[src/seq_mgr_pkg.sv]
// shared widths and port structs of the sequence/ack manager, pulled in by wildcard import
package seq_mgr_pkg;

    localparam int SEQ_W  = 22;            // sequence and ack number width
    localparam int FREE_W = 4;             // freed rtx entries count width

    typedef logic [SEQ_W-1:0] seq_num_t;   // sequence or ack number

    // one-hot service mode of the master machine, only one bit at a time
    typedef struct packed {
        logic updateseq;                   // local sequence update
        logic timer;                       // ack timer expired
        logic chk;                         // rx sequence check
    } grant_t;

    // check request from the receive side, held while chk_req is high
    typedef struct packed {
        seq_num_t new_ack_num;             // remote ack number
        seq_num_t new_seq_num;             // remote sequence number
        logic     ack;                     // 1 = ack, 0 = nack
    } rx_chk_t;

    // requests to the tx path for the retransmit list
    typedef struct packed {
        logic              updateack_req;  // free acked entries, pulse
        logic              rtx_req;        // retransmit, pulse
        logic [FREE_W-1:0] free_entries;   // entries to free from the rtx list
    } ack_update_t;

    // ack send request to the tx path
    typedef struct packed {
        logic     send_req;                // held until sendreq_done
        logic     ack_mode;                // 1 = ack, 0 = nack
        seq_num_t rxack_num;               // local ack number sent to the remote node
    } send_ack_t;

endpackage
[src/seq_mgr.sv]
// sequence and ack manager top level for the reliable link layer, connects arbiter, fsms and timer
module seq_mgr import seq_mgr_pkg::*; #(
    parameter logic [31:0] ACK_TIMEOUT = 32'd96
) (
    input  logic        clk,
    input  logic        rst_,
    // local sequence update from tx
    input  logic        tx2rx_updateseq_req,
    input  seq_num_t    tx2rx_seq_num,
    output logic        tx2rx_updateseq_done,
    // sequence check from rx
    input  logic        chk_req,
    input  rx_chk_t     chk,
    input  logic        rx_done,
    output logic        accept,
    output logic        busy,
    output logic        done,
    // tx path requests and answers
    output ack_update_t ack_update,
    input  logic        updateack_done,
    input  logic        rtxreq_done,
    output send_ack_t   send_ack,
    input  logic        sendreq_done,
    input  logic        bcnt_rden         // packet arrival, starts the ack timer
);

    grant_t   grant;
    logic     updateseq_pending;
    logic     us_done;
    logic     sr_done;
    logic     timer_expired;
    seq_num_t ack_num_max;

    seq_arbiter u_arbiter (
        .clk, .rst_,
        .updateseq_req (tx2rx_updateseq_req),
        .chk_req, .timer_expired, .us_done, .sr_done,
        .chk_done      (done),
        .grant, .updateseq_pending
    );

    local_seq_tracker u_local_seq (
        .clk, .rst_, .grant, .updateseq_pending,
        .seq_num        (tx2rx_seq_num),
        .updateseq_req  (tx2rx_updateseq_req),
        .ack_num_max,
        .updateseq_done (tx2rx_updateseq_done),
        .us_done
    );

    remote_ack_tracker u_remote_ack (
        .clk, .rst_, .grant, .chk_req, .chk, .ack_num_max,
        .updateack_done, .rtxreq_done, .ack_update
    );

    rx_seq_checker u_rx_check (
        .clk, .rst_, .grant, .chk, .rx_done, .sendreq_done, .timer_expired,
        .accept, .busy, .done, .send_ack, .sr_done
    );

    ack_timer #(.ACK_TIMEOUT(ACK_TIMEOUT)) u_ack_timer (
        .clk, .rst_, .bcnt_rden, .grant, .timer_expired
    );

endmodule

[src/ack_timer.sv]
// ack timeout counter, started by packet arrival and cleared by the timer grant
module ack_timer import seq_mgr_pkg::*; #(
    parameter logic [31:0] ACK_TIMEOUT = 32'd96     // cycles from packet to forced ack
) (
    input  logic   clk,
    input  logic   rst_,
    input  logic   bcnt_rden,                       // packet read, starts a count
    input  grant_t grant,
    output logic   timer_expired
);

    logic [31:0] count;
    logic        in_progress;

    // load only when idle, a running count is not restarted
    always_ff @(posedge clk) begin
        if (bcnt_rden & ~in_progress) begin
            count <= ACK_TIMEOUT;
        end else if (in_progress && (count != '0)) begin
            count <= count - 1'b1;
        end
    end

    always_ff @(posedge clk) begin
        if (!rst_) begin
            in_progress   <= 1'b0;
            timer_expired <= 1'b0;
        end else begin
            if (timer_expired) begin
                in_progress <= 1'b0;                // expiry ends the count
            end else if (bcnt_rden) begin
                in_progress <= 1'b1;
            end
            if (grant.timer) begin
                timer_expired <= 1'b0;              // ack request under way
            end else if (in_progress && (count == '0)) begin
                timer_expired <= 1'b1;
            end
        end
    end

endmodule

[src/rx_seq_checker.sv]
// in-order check of received packets and the ack send request on timer expiry
module rx_seq_checker import seq_mgr_pkg::*; (
    input  logic      clk,
    input  logic      rst_,
    input  grant_t    grant,
    input  rx_chk_t   chk,
    input  logic      rx_done,         // rx side finished the packet
    input  logic      sendreq_done,
    input  logic      timer_expired,
    output logic      accept,
    output logic      busy,
    output logic      done,
    output send_ack_t send_ack,
    output logic      sr_done          // done state, to the arbiter
);

    localparam logic [5:0] SR_IDLE  = 6'h01;
    localparam logic [5:0] SR_CHECK = 6'h02;   // compare with the expected number
    localparam logic [5:0] SR_CALC  = 6'h04;   // advance counters, post the result
    localparam logic [5:0] SR_REQ   = 6'h08;   // set up the ack request
    localparam logic [5:0] SR_WAIT  = 6'h10;
    localparam logic [5:0] SR_DONE  = 6'h20;

    logic [5:0] state;
    seq_num_t   seq_cur;                       // last accepted, our ack number
    seq_num_t   seq_next;                      // expected next sequence number
    logic       in_order;
    logic       chk_taken;
    logic       start;

    assign sr_done = state[5];
    assign start   = state[0] & ((grant.chk & ~chk_taken) | (grant.timer & timer_expired));

    // a check grant is served once, the timer path ends by clearing expired
    always_ff @(posedge clk) begin
        if (!rst_) begin
            chk_taken <= 1'b0;
        end else begin
            chk_taken <= grant.chk & (chk_taken | (state[0] & grant.chk));
        end
    end

    // **************************************************
    // check and send-ack fsm
    // **************************************************
    always_ff @(posedge clk) begin
        if (!rst_) begin
            state    <= SR_IDLE;
            seq_cur  <= '0;
            seq_next <= '0;
            in_order <= 1'b0;
            accept   <= 1'b0;
            busy     <= 1'b0;
            done     <= 1'b0;
            send_ack <= '0;
        end else begin
            case (state)
                SR_IDLE: begin
                    in_order <= 1'b0;
                    accept   <= 1'b0;
                    done     <= 1'b0;
                    busy     <= grant.chk | grant.timer;   // high while a grant is out
                    if (start) begin
                        state <= SR_CHECK;
                    end
                end
                SR_CHECK: begin
                    in_order <= grant.chk & (chk.new_seq_num == seq_next);
                    state    <= SR_CALC;
                end
                SR_CALC: begin
                    if (in_order) begin
                        seq_cur  <= chk.new_seq_num;
                        seq_next <= seq_next + 1'b1;
                    end
                    accept <= in_order;
                    done   <= grant.chk;                   // no result on the timer path
                    state  <= SR_REQ;
                end
                SR_REQ: begin
                    send_ack.send_req  <= grant.timer;     // check path sends nothing
                    send_ack.ack_mode  <= grant.timer | in_order;
                    send_ack.rxack_num <= seq_cur;
                    // rx may finish as soon as the result shows
                    state <= (grant.chk & rx_done) ? SR_DONE : SR_WAIT;
                end
                SR_WAIT: begin
                    if (sendreq_done) begin
                        send_ack.send_req <= 1'b0;
                    end
                    if (sendreq_done | (grant.chk & rx_done)) begin
                        state <= SR_DONE;
                    end
                end
                SR_DONE: begin
                    accept <= 1'b0;
                    done   <= 1'b0;
                    state  <= SR_IDLE;
                end
                default: state <= SR_IDLE;
            endcase
        end
    end

endmodule

[src/remote_ack_tracker.sv]
// remote ack handling, frees acked rtx entries or asks for a retransmit on nack
module remote_ack_tracker import seq_mgr_pkg::*; (
    input  logic        clk,
    input  logic        rst_,
    input  grant_t      grant,
    input  logic        chk_req,
    input  rx_chk_t     chk,
    input  seq_num_t    ack_num_max,       // newest local seq, upper bound for acks
    input  logic        updateack_done,
    input  logic        rtxreq_done,
    output ack_update_t ack_update
);

    localparam logic [5:0] UA_IDLE  = 6'h01;
    localparam logic [5:0] UA_CHECK = 6'h02;   // latch ack number and mode
    localparam logic [5:0] UA_CALC  = 6'h04;   // freed entry count
    localparam logic [5:0] UA_REQ   = 6'h08;   // updateack or rtx request
    localparam logic [5:0] UA_WAIT  = 6'h10;   // tx path answers, no time limit
    localparam logic [5:0] UA_DONE  = 6'h20;

    logic [5:0] state;
    seq_num_t   ack_num_cur;                   // last adopted remote ack
    seq_num_t   ack_num_new;
    seq_num_t   ack_diff;
    logic       ack_mode;                      // 1 = ack, 0 = nack
    logic       chk_taken;                     // this grant already served
    logic       start;

    assign ack_diff = ack_num_new - ack_num_cur;
    assign start    = state[0] & chk_req & grant.chk & ~chk_taken;

    // one pass per check grant, the grant outlives this machine
    always_ff @(posedge clk) begin
        if (!rst_) begin
            chk_taken <= 1'b0;
        end else begin
            chk_taken <= grant.chk & (chk_taken | start);
        end
    end

    always_ff @(posedge clk) begin
        if (state[1]) begin
            ack_num_new <= chk.new_ack_num;
        end
    end

    // **************************************************
    // ack update fsm
    // **************************************************
    always_ff @(posedge clk) begin
        if (!rst_) begin
            state       <= UA_IDLE;
            ack_update  <= '0;
            ack_num_cur <= '0;
            ack_mode    <= 1'b0;
        end else begin
            case (state)
                UA_IDLE: begin
                    ack_update.updateack_req <= 1'b0;      // free count holds between checks
                    ack_update.rtx_req       <= 1'b0;
                    ack_mode                 <= 1'b0;
                    if (start) begin
                        state <= UA_CHECK;
                    end
                end
                UA_CHECK: begin
                    ack_mode <= chk.ack;
                    state    <= UA_CALC;
                end
                UA_CALC: begin
                    if (ack_num_new > ack_num_cur) begin   // else hold the count
                        ack_update.free_entries <= ack_diff[FREE_W-1:0];
                    end
                    state <= UA_REQ;
                end
                UA_REQ: begin
                    if (!ack_mode) begin
                        ack_update.rtx_req <= 1'b1;
                        state              <= UA_WAIT;
                    end else if (ack_num_new >= ack_num_cur) begin
                        ack_update.updateack_req <= 1'b1;
                        state                    <= UA_WAIT;
                    end else begin
                        state <= UA_DONE;                  // stale ack, nothing to free
                    end
                end
                UA_WAIT: begin
                    ack_update.updateack_req <= 1'b0;      // requests are one-cycle pulses
                    ack_update.rtx_req       <= 1'b0;
                    if ((ack_mode & updateack_done) | (~ack_mode & rtxreq_done)) begin
                        state <= UA_DONE;
                    end
                end
                UA_DONE: begin
                    // adopt only acks between the current one and the local seq cap
                    if ((ack_num_cur <= ack_num_new) && (ack_num_new <= ack_num_max)) begin
                        ack_num_cur <= ack_num_new;
                    end
                    state <= UA_IDLE;
                end
                default: state <= UA_IDLE;
            endcase
        end
    end

endmodule

[src/local_seq_tracker.sv]
// tracks the highest local tx sequence number, which caps the remote acks that are adopted
module local_seq_tracker import seq_mgr_pkg::*; (
    input  logic     clk,
    input  logic     rst_,
    input  grant_t   grant,
    input  logic     updateseq_pending,
    input  seq_num_t seq_num,            // from tx, valid with the request pulse
    input  logic     updateseq_req,
    output seq_num_t ack_num_max,
    output logic     updateseq_done,     // pulse back to tx
    output logic     us_done             // done state, to the arbiter
);

    localparam logic [3:0] US_IDLE   = 4'h1;
    localparam logic [3:0] US_CHECK  = 4'h2;   // compare the latched number
    localparam logic [3:0] US_UPDATE = 4'h4;   // take it if larger
    localparam logic [3:0] US_DONE   = 4'h8;

    logic [3:0] state;
    seq_num_t   seq_num_reg;                   // number captured on the request pulse
    logic       seq_larger;

    assign us_done = state[3];

    always_ff @(posedge clk) begin
        if (updateseq_req) begin
            seq_num_reg <= seq_num;
        end
    end

    always_ff @(posedge clk) begin
        if (!rst_) begin
            state          <= US_IDLE;
            ack_num_max    <= '0;
            seq_larger     <= 1'b0;
            updateseq_done <= 1'b0;
        end else begin
            case (state)
                US_IDLE: begin
                    updateseq_done <= 1'b0;                    // ends the done pulse
                    if (updateseq_pending & grant.updateseq) begin
                        state <= US_CHECK;
                    end
                end
                US_CHECK: begin
                    seq_larger <= seq_num_reg > ack_num_max;
                    state      <= US_UPDATE;                   // always, for a fixed latency
                end
                US_UPDATE: begin
                    if (seq_larger) begin
                        ack_num_max <= seq_num_reg;
                    end
                    state <= US_DONE;
                end
                US_DONE: begin
                    updateseq_done <= 1'b1;
                    state          <= US_IDLE;
                end
                default: state <= US_IDLE;
            endcase
        end
    end

endmodule

[src/seq_arbiter.sv]
// master machine of the sequence manager, grants one service at a time and holds seq update pulses
module seq_arbiter import seq_mgr_pkg::*; (
    input  logic   clk,
    input  logic   rst_,
    input  logic   updateseq_req,      // pulse from tx
    input  logic   chk_req,            // level from rx
    input  logic   timer_expired,
    input  logic   us_done,            // seq update machine in done state
    input  logic   sr_done,            // check/send-ack machine in done state
    input  logic   chk_done,           // check result is out
    output grant_t grant,
    output logic   updateseq_pending
);

    localparam logic [2:0] M_IDLE = 3'b001;
    localparam logic [2:0] M_BUSY = 3'b010;
    localparam logic [2:0] M_DONE = 3'b100;   // one cycle to drop the grant

    logic [2:0] state;
    logic       busy_end;

    // end of service depends on which path holds the grant
    assign busy_end = grant.updateseq ? us_done :
                      grant.chk       ? (chk_done & sr_done) :
                      sr_done;             // timer path

    // the update request is a pulse, keep it until it is served
    always_ff @(posedge clk) begin
        if (!rst_) begin
            updateseq_pending <= 1'b0;
        end else if (grant.updateseq) begin
            updateseq_pending <= 1'b0;
        end else if (updateseq_req) begin
            updateseq_pending <= 1'b1;
        end
    end

    // **************************************************
    // master fsm
    // **************************************************
    always_ff @(posedge clk) begin
        if (!rst_) begin
            state <= M_IDLE;
            grant <= '0;
        end else begin
            case (state)
                M_IDLE: begin
                    if (updateseq_pending | timer_expired | chk_req) begin
                        state <= M_BUSY;
                    end
                    // fixed priority, update > timer > check
                    grant.updateseq <= updateseq_pending;
                    grant.timer     <= ~updateseq_pending & timer_expired;
                    grant.chk       <= ~updateseq_pending & ~timer_expired & chk_req;
                end
                M_BUSY: begin
                    if (busy_end) begin
                        state <= M_DONE;
                    end
                end
                M_DONE: begin
                    state <= M_IDLE;
                    grant <= '0;           // machines see idle before the next grant
                end
                default: state <= M_IDLE;
            endcase
        end
    end

endmodule

[config.mk]
export PLATFORM = sky130hd
export DESIGN_NAME = seq_mgr
export DESIGN_NICKNAME = d
export VERILOG_FILES = /design/src/seq_mgr_pkg.sv /design/src/seq_mgr.sv /design/src/ack_timer.sv /design/src/rx_seq_checker.sv /design/src/remote_ack_tracker.sv /design/src/local_seq_tracker.sv /design/src/seq_arbiter.sv
export SDC_FILE = /design/constraint.sdc
export NUM_CORES = 1
export LEC_CHECK = 0
export BUFFER_PORTS_ARGS = -buffer_cell sky130_fd_sc_hd__clkbuf_2
export CORE_MARGIN = 4
export CORE_UTILIZATION = 50
export CTS_BUF_LIST = sky130_fd_sc_hd__clkbuf_8
export CTS_CLUSTER_DIAMETER = 50
export DETAILED_ROUTE_END_ITERATION = 10
export MAX_ROUTING_LAYER = met4
export PLACE_DENSITY = 0.69
export SYNTH_ARGS = -nofsm -noshare
export SYNTH_HDL_FRONTEND = slang
export SYNTH_SLANG_ARGS = --single-unit
[constraint.sdc]
create_clock -name clk -period 3.2 [get_ports clk]
set_input_delay 0.48 -clock clk [delete_from_list [all_inputs] [get_ports clk]]
set_output_delay 0.48 -clock clk [all_outputs]
set_load 0.02 [all_outputs]
# After elaboration in Yosys (flattened, before gate mapping)
# Cells that the tools add are included.
# totals
reg_bits,228
out_inout_bits,34
# classes
n_addsub,3
n_lt_le_gt_ge,5
n_eq_ne,31
muxes,28
n_bitwise,35
n_reduce_logical,27
# op_table
operator,n
$pmux W6 S5,2
$gt A22 B22 Y1,2
$le A22 B22 Y1,2
$mux W6,7
$logic_not A32 Y1,1
$reduce_bool A32 Y1,1
$sub A32 B1 Y32 const B,1
$add A22 B1 Y22 const B,1
$eq A22 B22 Y1,1
$ge A22 B22 Y1,1
$and A1 B1 Y1,19
$ne A2 B1 Y1 const B,9
$reduce_and A2 Y1,9
$reduce_bool A2 Y1,7
$eq A6 B1 Y1 const B,2
$eq A6 B2 Y1 const B,2
$eq A6 B3 Y1 const B,2
$eq A6 B4 Y1 const B,2
$eq A6 B5 Y1 const B,2
$eq A6 B6 Y1 const B,2
$pmux W1 S2,6
$pmux W3 S2,2
$pmux W4 S3,1
$reduce_or A2 Y1,5
17 further kinds,40

# Depth between registers and ports, before layout
# depth
word_depth,6
depth_mapped,10
depth_no_buf,10

# Modules after synthesis
# Synthesis repeated with hierarchy kept, for this count alone.
# hier_totals
hier_cells,1223
hier_area_um2,11157.0
# by_module_without_submodules
mod,n_inst,cells_each,area_each_um2,seq_area_each_um2
remote_ack_tracker,1,357,3437.0,1381.3
rx_seq_checker,1,410,3388.2,1581.5
local_seq_tracker,1,223,2306.0,1221.2
ack_timer,1,193,1700.4,680.7
seq_arbiter,1,40,325.3,140.1

# Least setup slack after synthesis
# Ideal clock, no wire load.
# synth_timing
path_kind,register to register
from,register u_remote_ack.ack_num_new[7]
to,register u_remote_ack.ack_num_cur[10]
setup_time_ps,72
t_arrival_ps,2478
t_required_ps,3128
path_slack_ps,650
stages_incl_launch_ff,9
n_path_buf,1
period_less_slack_ps,2550
cell_sequence,edfxtp_1 ha_1 a21o_1 a221o_1 a22oi_1 nand4_1 a221oi_1 buf_2 mux2i_1
# synth_between
elab_chain_cells,3
elab_cells_between_ends,4
cone_classes,order compare: 2; reduce/logical: 2
# synth_lines
element,line,rtl
start: declaration,remote_ack_tracker.sv:23,seq_num_t ack_num_new;
start signal: assignment,remote_ack_tracker.sv:43,ack_num_new <= chk.new_ack_num;
$le A22 B22 Y1,remote_ack_tracker.sv:96,if ((ack_num_cur <= ack_num_new) && (ack_num_new <= ack_num_max)) begin
$logic_and A1 B1 Y1 *,remote_ack_tracker.sv:96,
$reduce_and A2 Y1 (no line) *,--,
end signal: assignment,remote_ack_tracker.sv:97,ack_num_cur <= ack_num_new;
end: declaration,remote_ack_tracker.sv:22,seq_num_t ack_num_cur;
# Mark *: on every way between the ends. The rest lies on a longest branch, timed or not.
# A chain may end at the register's enable or synchronous reset.

# Worst setup path after layout
# layout_timing
from,register u_remote_ack.ack_num_new[19]
to,"register, netlist name u_remote_ack.ack_update[3]"
# layout_between
elab_chain_cells,2
# layout_lines
element,line,rtl
$gt A22 B22 Y1,remote_ack_tracker.sv:71,if (ack_num_new > ack_num_cur) begin
$reduce_and A2 Y1 (no line),--,
# No other way between the ends.

==> results.sh <==
export IMPL_ff2ff_path_depth=7
export IMPL_p_leak_nw=4.69
export IMPL_cts_tree="built"
export IMPL_cp_start_kind="flop"
export IMPL_nets=1444
export IMPL_fp_dieW_um=153
export IMPL_synth_edff_count=44
export IMPL_crit_arrival_ps=3110
export IMPL_firstDrtPassIters=5
export IMPL_cp_max_fo=6
export IMPL_wirelength_um=23700
export IMPL_fin_crit_sh_pct=84.7
export IMPL_cap_violations=0
export IMPL_skew_ps=30.8
export IMPL_finalWeightedCongestion=0.870
export IMPL_yosys_area_top_type_share_pct=35.0
export IMPL_clock_fmax_mhz=369
export IMPL_ant_nets=0
export IMPL_p_int_mw=4.75
export IMPL_clkPwrFrac_pct=41.2
export IMPL_synthFlopType="dfxtp_1"
export IMPL_dpl_instance_area_mm2=0.0114
export IMPL_synth_yosys_seq_area_share_pct=47.5
export IMPL_power_density_mw_per_mm2=528
export IMPL_start_util_pct=51.4
export IMPL_ios=110
export IMPL_status="completed"
export IMPL_clk_pin_slew_ps=60
export IMPL_netlist_area_mm2=0.0105
export IMPL_finalHoldViolCount=0
export IMPL_vias_per_cell=5.30
export IMPL_startpoint="u_remote_ack.ack_num_new[19]"
export IMPL_min_period_ps=2710
export IMPL_vias=8485
export IMPL_p_sw_share_pct=26.1
export IMPL_synth_avg_cell_area_um2=8.93
export IMPL_synthArstFlopShare_pct=0
export IMPL_port_buffer_count=109
export IMPL_antenna_found_initial=0
export IMPL_grt_max_degree=73
export IMPL_cp_required_ps=3600
export IMPL_layout_commonest_cell="nand2_1"
export IMPL_cts_made_buffers=40
export IMPL_p_switching_mw=1.68
export IMPL_post_cts_resized=0
export IMPL_design_core_area_mm2=0.0205
export IMPL_top_regs="u_ack_timer.count: 32 flops, u_rx_check.send_ack: 24 flops"
export IMPL_cts_root_buf="clkbuf_8"
export IMPL_final_layout_size_suffix_gt1_share_pct=13.9
export IMPL_cts_hold_fix_buffers=0
export IMPL_postCtsSetupBuffers=0
export IMPL_rows=52
export IMPL_regMostFlops="u_ack_timer.count"
export IMPL_tightest_slew_ps=980
export IMPL_combPwrFrac_pct=9.6
export IMPL_cp_end_kind="flop"
export IMPL_clockBufferDepth=3
export IMPL_syn_num_nets=1324
export IMPL_synth_cells=1179
export IMPL_grt_pass1_wl_um=39200
export IMPL_r2r_start="u_remote_ack.ack_num_new[19]"
export IMPL_layout_common_cells="nand2_1 (219), dfxtp_1 (184), a21oi_1 (123), clkbuf_2 (109), nor2_1 (88)"
export IMPL_grt_overflow_total=0
export IMPL_finalSetupViolCount=0
export IMPL_clock_latency_ps=540
export IMPL_largest_register_ffs=32
export IMPL_r2r_slack_ps=490
export IMPL_dpl_hpwl_um=17000
export IMPL_drcViolationCount=0
export IMPL_r2r_end="u_remote_ack.ack_update[3]"
export IMPL_grt_use_total_pct=20.4
export IMPL_fillers=1868
export IMPL_area_delta_synth_final_pct=15.6
export IMPL_die_height_um=153
export IMPL_critPathKind="flop to flop"
export IMPL_grt_pass1_vias=8019
export IMPL_final_area_mm2=0.0122
export IMPL_yosysTopAreaCell="dfxtp_1"
export IMPL_maxSlewViolCount=0
export IMPL_fin_tns_setup_ps=0
export IMPL_synth_distinct_cells=58
export IMPL_drtIter0Drc=335
export IMPL_avgRoutedWirePerCell_um=14.8
export IMPL_synth_area_leaders="dfxtp_1 (35%), edfxtp_1 (13%), ha_1 (8.1%)"
export IMPL_ir_drop_mv=0.327
export IMPL_power_frac_seq_pct=49.2
export IMPL_synth_seq_cells=228
export IMPL_multi_input_area_mm2=0.00513
export IMPL_ys_warn_count=0
export IMPL_endpoint="u_remote_ack.ack_update[3]"
export IMPL_relSlewSlack_pct=34.6
export IMPL_rsz0062_at_grt="false"
export IMPL_antenna_cells=0
export IMPL_cts_htree_levels=2
export IMPL_ff_latch_area_mm2=0.00500
export IMPL_fp_dieArea_mm2=0.0235
export IMPL_cts_num_sinks=228
export IMPL_min_path_type="primary input to flop"
## per-stage QoR
step	util [%]	hold slack, ps	power [mW]	worst slack [ps]	instances
after floorplan	-	429	3.63	650	1179
after global placement	55.5	439	3.83	592	1527
after detailed placement	55.5	445	3.84	563	1527
after CTS	59.4	81.7	6.51	530	1601
after global routing	59.4	79.8	6.75	239	1601
final	59.4	119	6.43	490	1601
## how the worst min path moves through the flow
stage                                   to             startpoint  cells after the start  slack, ps
5_1_grt        u_remote_ack.ack_num_new[6]                chk[29]                      1         80
4_1_cts         u_local_seq.seq_num_reg[3]       tx2rx_seq_num[3]                      1         80
3_5_place_dp        u_rx_check.send_ack[9]  u_rx_check.seq_cur[9]                      2        450
6_report       u_remote_ack.ack_num_new[5]                chk[28]                      1        120
3_3_place_gp        u_rx_check.send_ack[4]  u_rx_check.seq_cur[4]                      2        440
2_1_floorplan         u_rx_check.chk_taken   u_rx_check.chk_taken                      2        430
## cell usage after synthesis (all sizes together), types with 6 or more instances
| cell | instances |
|---|---|
| mux2i | 29 |
| o21ai | 35 |
| nand2b | 6 |
| inv | 67 |
| a21oi | 123 |
| nand4b | 7 |
| nor3 | 20 |
| nand3 | 25 |
| a21o | 17 |
| xor2 | 32 |
| nand2 | 219 |
| dfxtp | 184 |
| or3 | 15 |
| o31ai | 6 |
| or4 | 8 |
| buf | 7 |
| nor4 | 19 |
| clkbuf | 35 |
| edfxtp | 44 |
| nand4 | 28 |
| xnor2 | 24 |
| ha | 68 |
| and3 | 9 |
| nor2 | 88 |
## metal layers
layer  GRT usage [%]  wire length (um)  share of wire [%]  up-vias
li1                -                 -                  -     4369
met4            5.60               388                1.6        0
met5               -                 0                  0        -
met2            32.2             11000                 47      159
met3            3.68              1110                4.7       33
met1            27.2             11100                 47     3924
## power by group through the flow
stage	logic [mW]	registers [mW]	clock network, mW
3_5_place_dp	0.615	3.23	0
6_report	0.618	3.17	2.65
4_1_cts	0.620	3.17	2.73
5_1_grt	0.709	3.18	2.86
2_1_floorplan	0.434	3.20	0
3_3_place_gp	0.604	3.22	0
## layout make-up
class	count	area share [%]
inverter	67	2.08
clock buffer	48	5.43
sequential	228	41.1
timing repair buffer	120	5.26
tap	270	2.78
multi-input combinational	842	42.2
clock inverter	26	1.19
## cells by family (layout without fill, tap and decap cells)
logic type | after synthesis | after routing | synth area share, %
simple gates | 461 | 461 | 20.1
flops | 228 | 228 | 47.5
compound gates | 226 | 226 | 12.6
buf+inv | 109 | 261 | 3.93
fa+ha+maj | 69 | 69 | 8.27
xor+xnor | 56 | 56 | 4.66
mux | 30 | 30 | 2.86
## worst max-delay path, stage by stage (launching register included)
cell,delay (ps)
edfxtp_1,440
ha_1,330
nand4_1,190
nor4_1,530
o21ai_0,190
a31oi_1,580
mux2i_1,260
nor2_1,50
No activity file was read; power rests on OpenSTA's default activity.
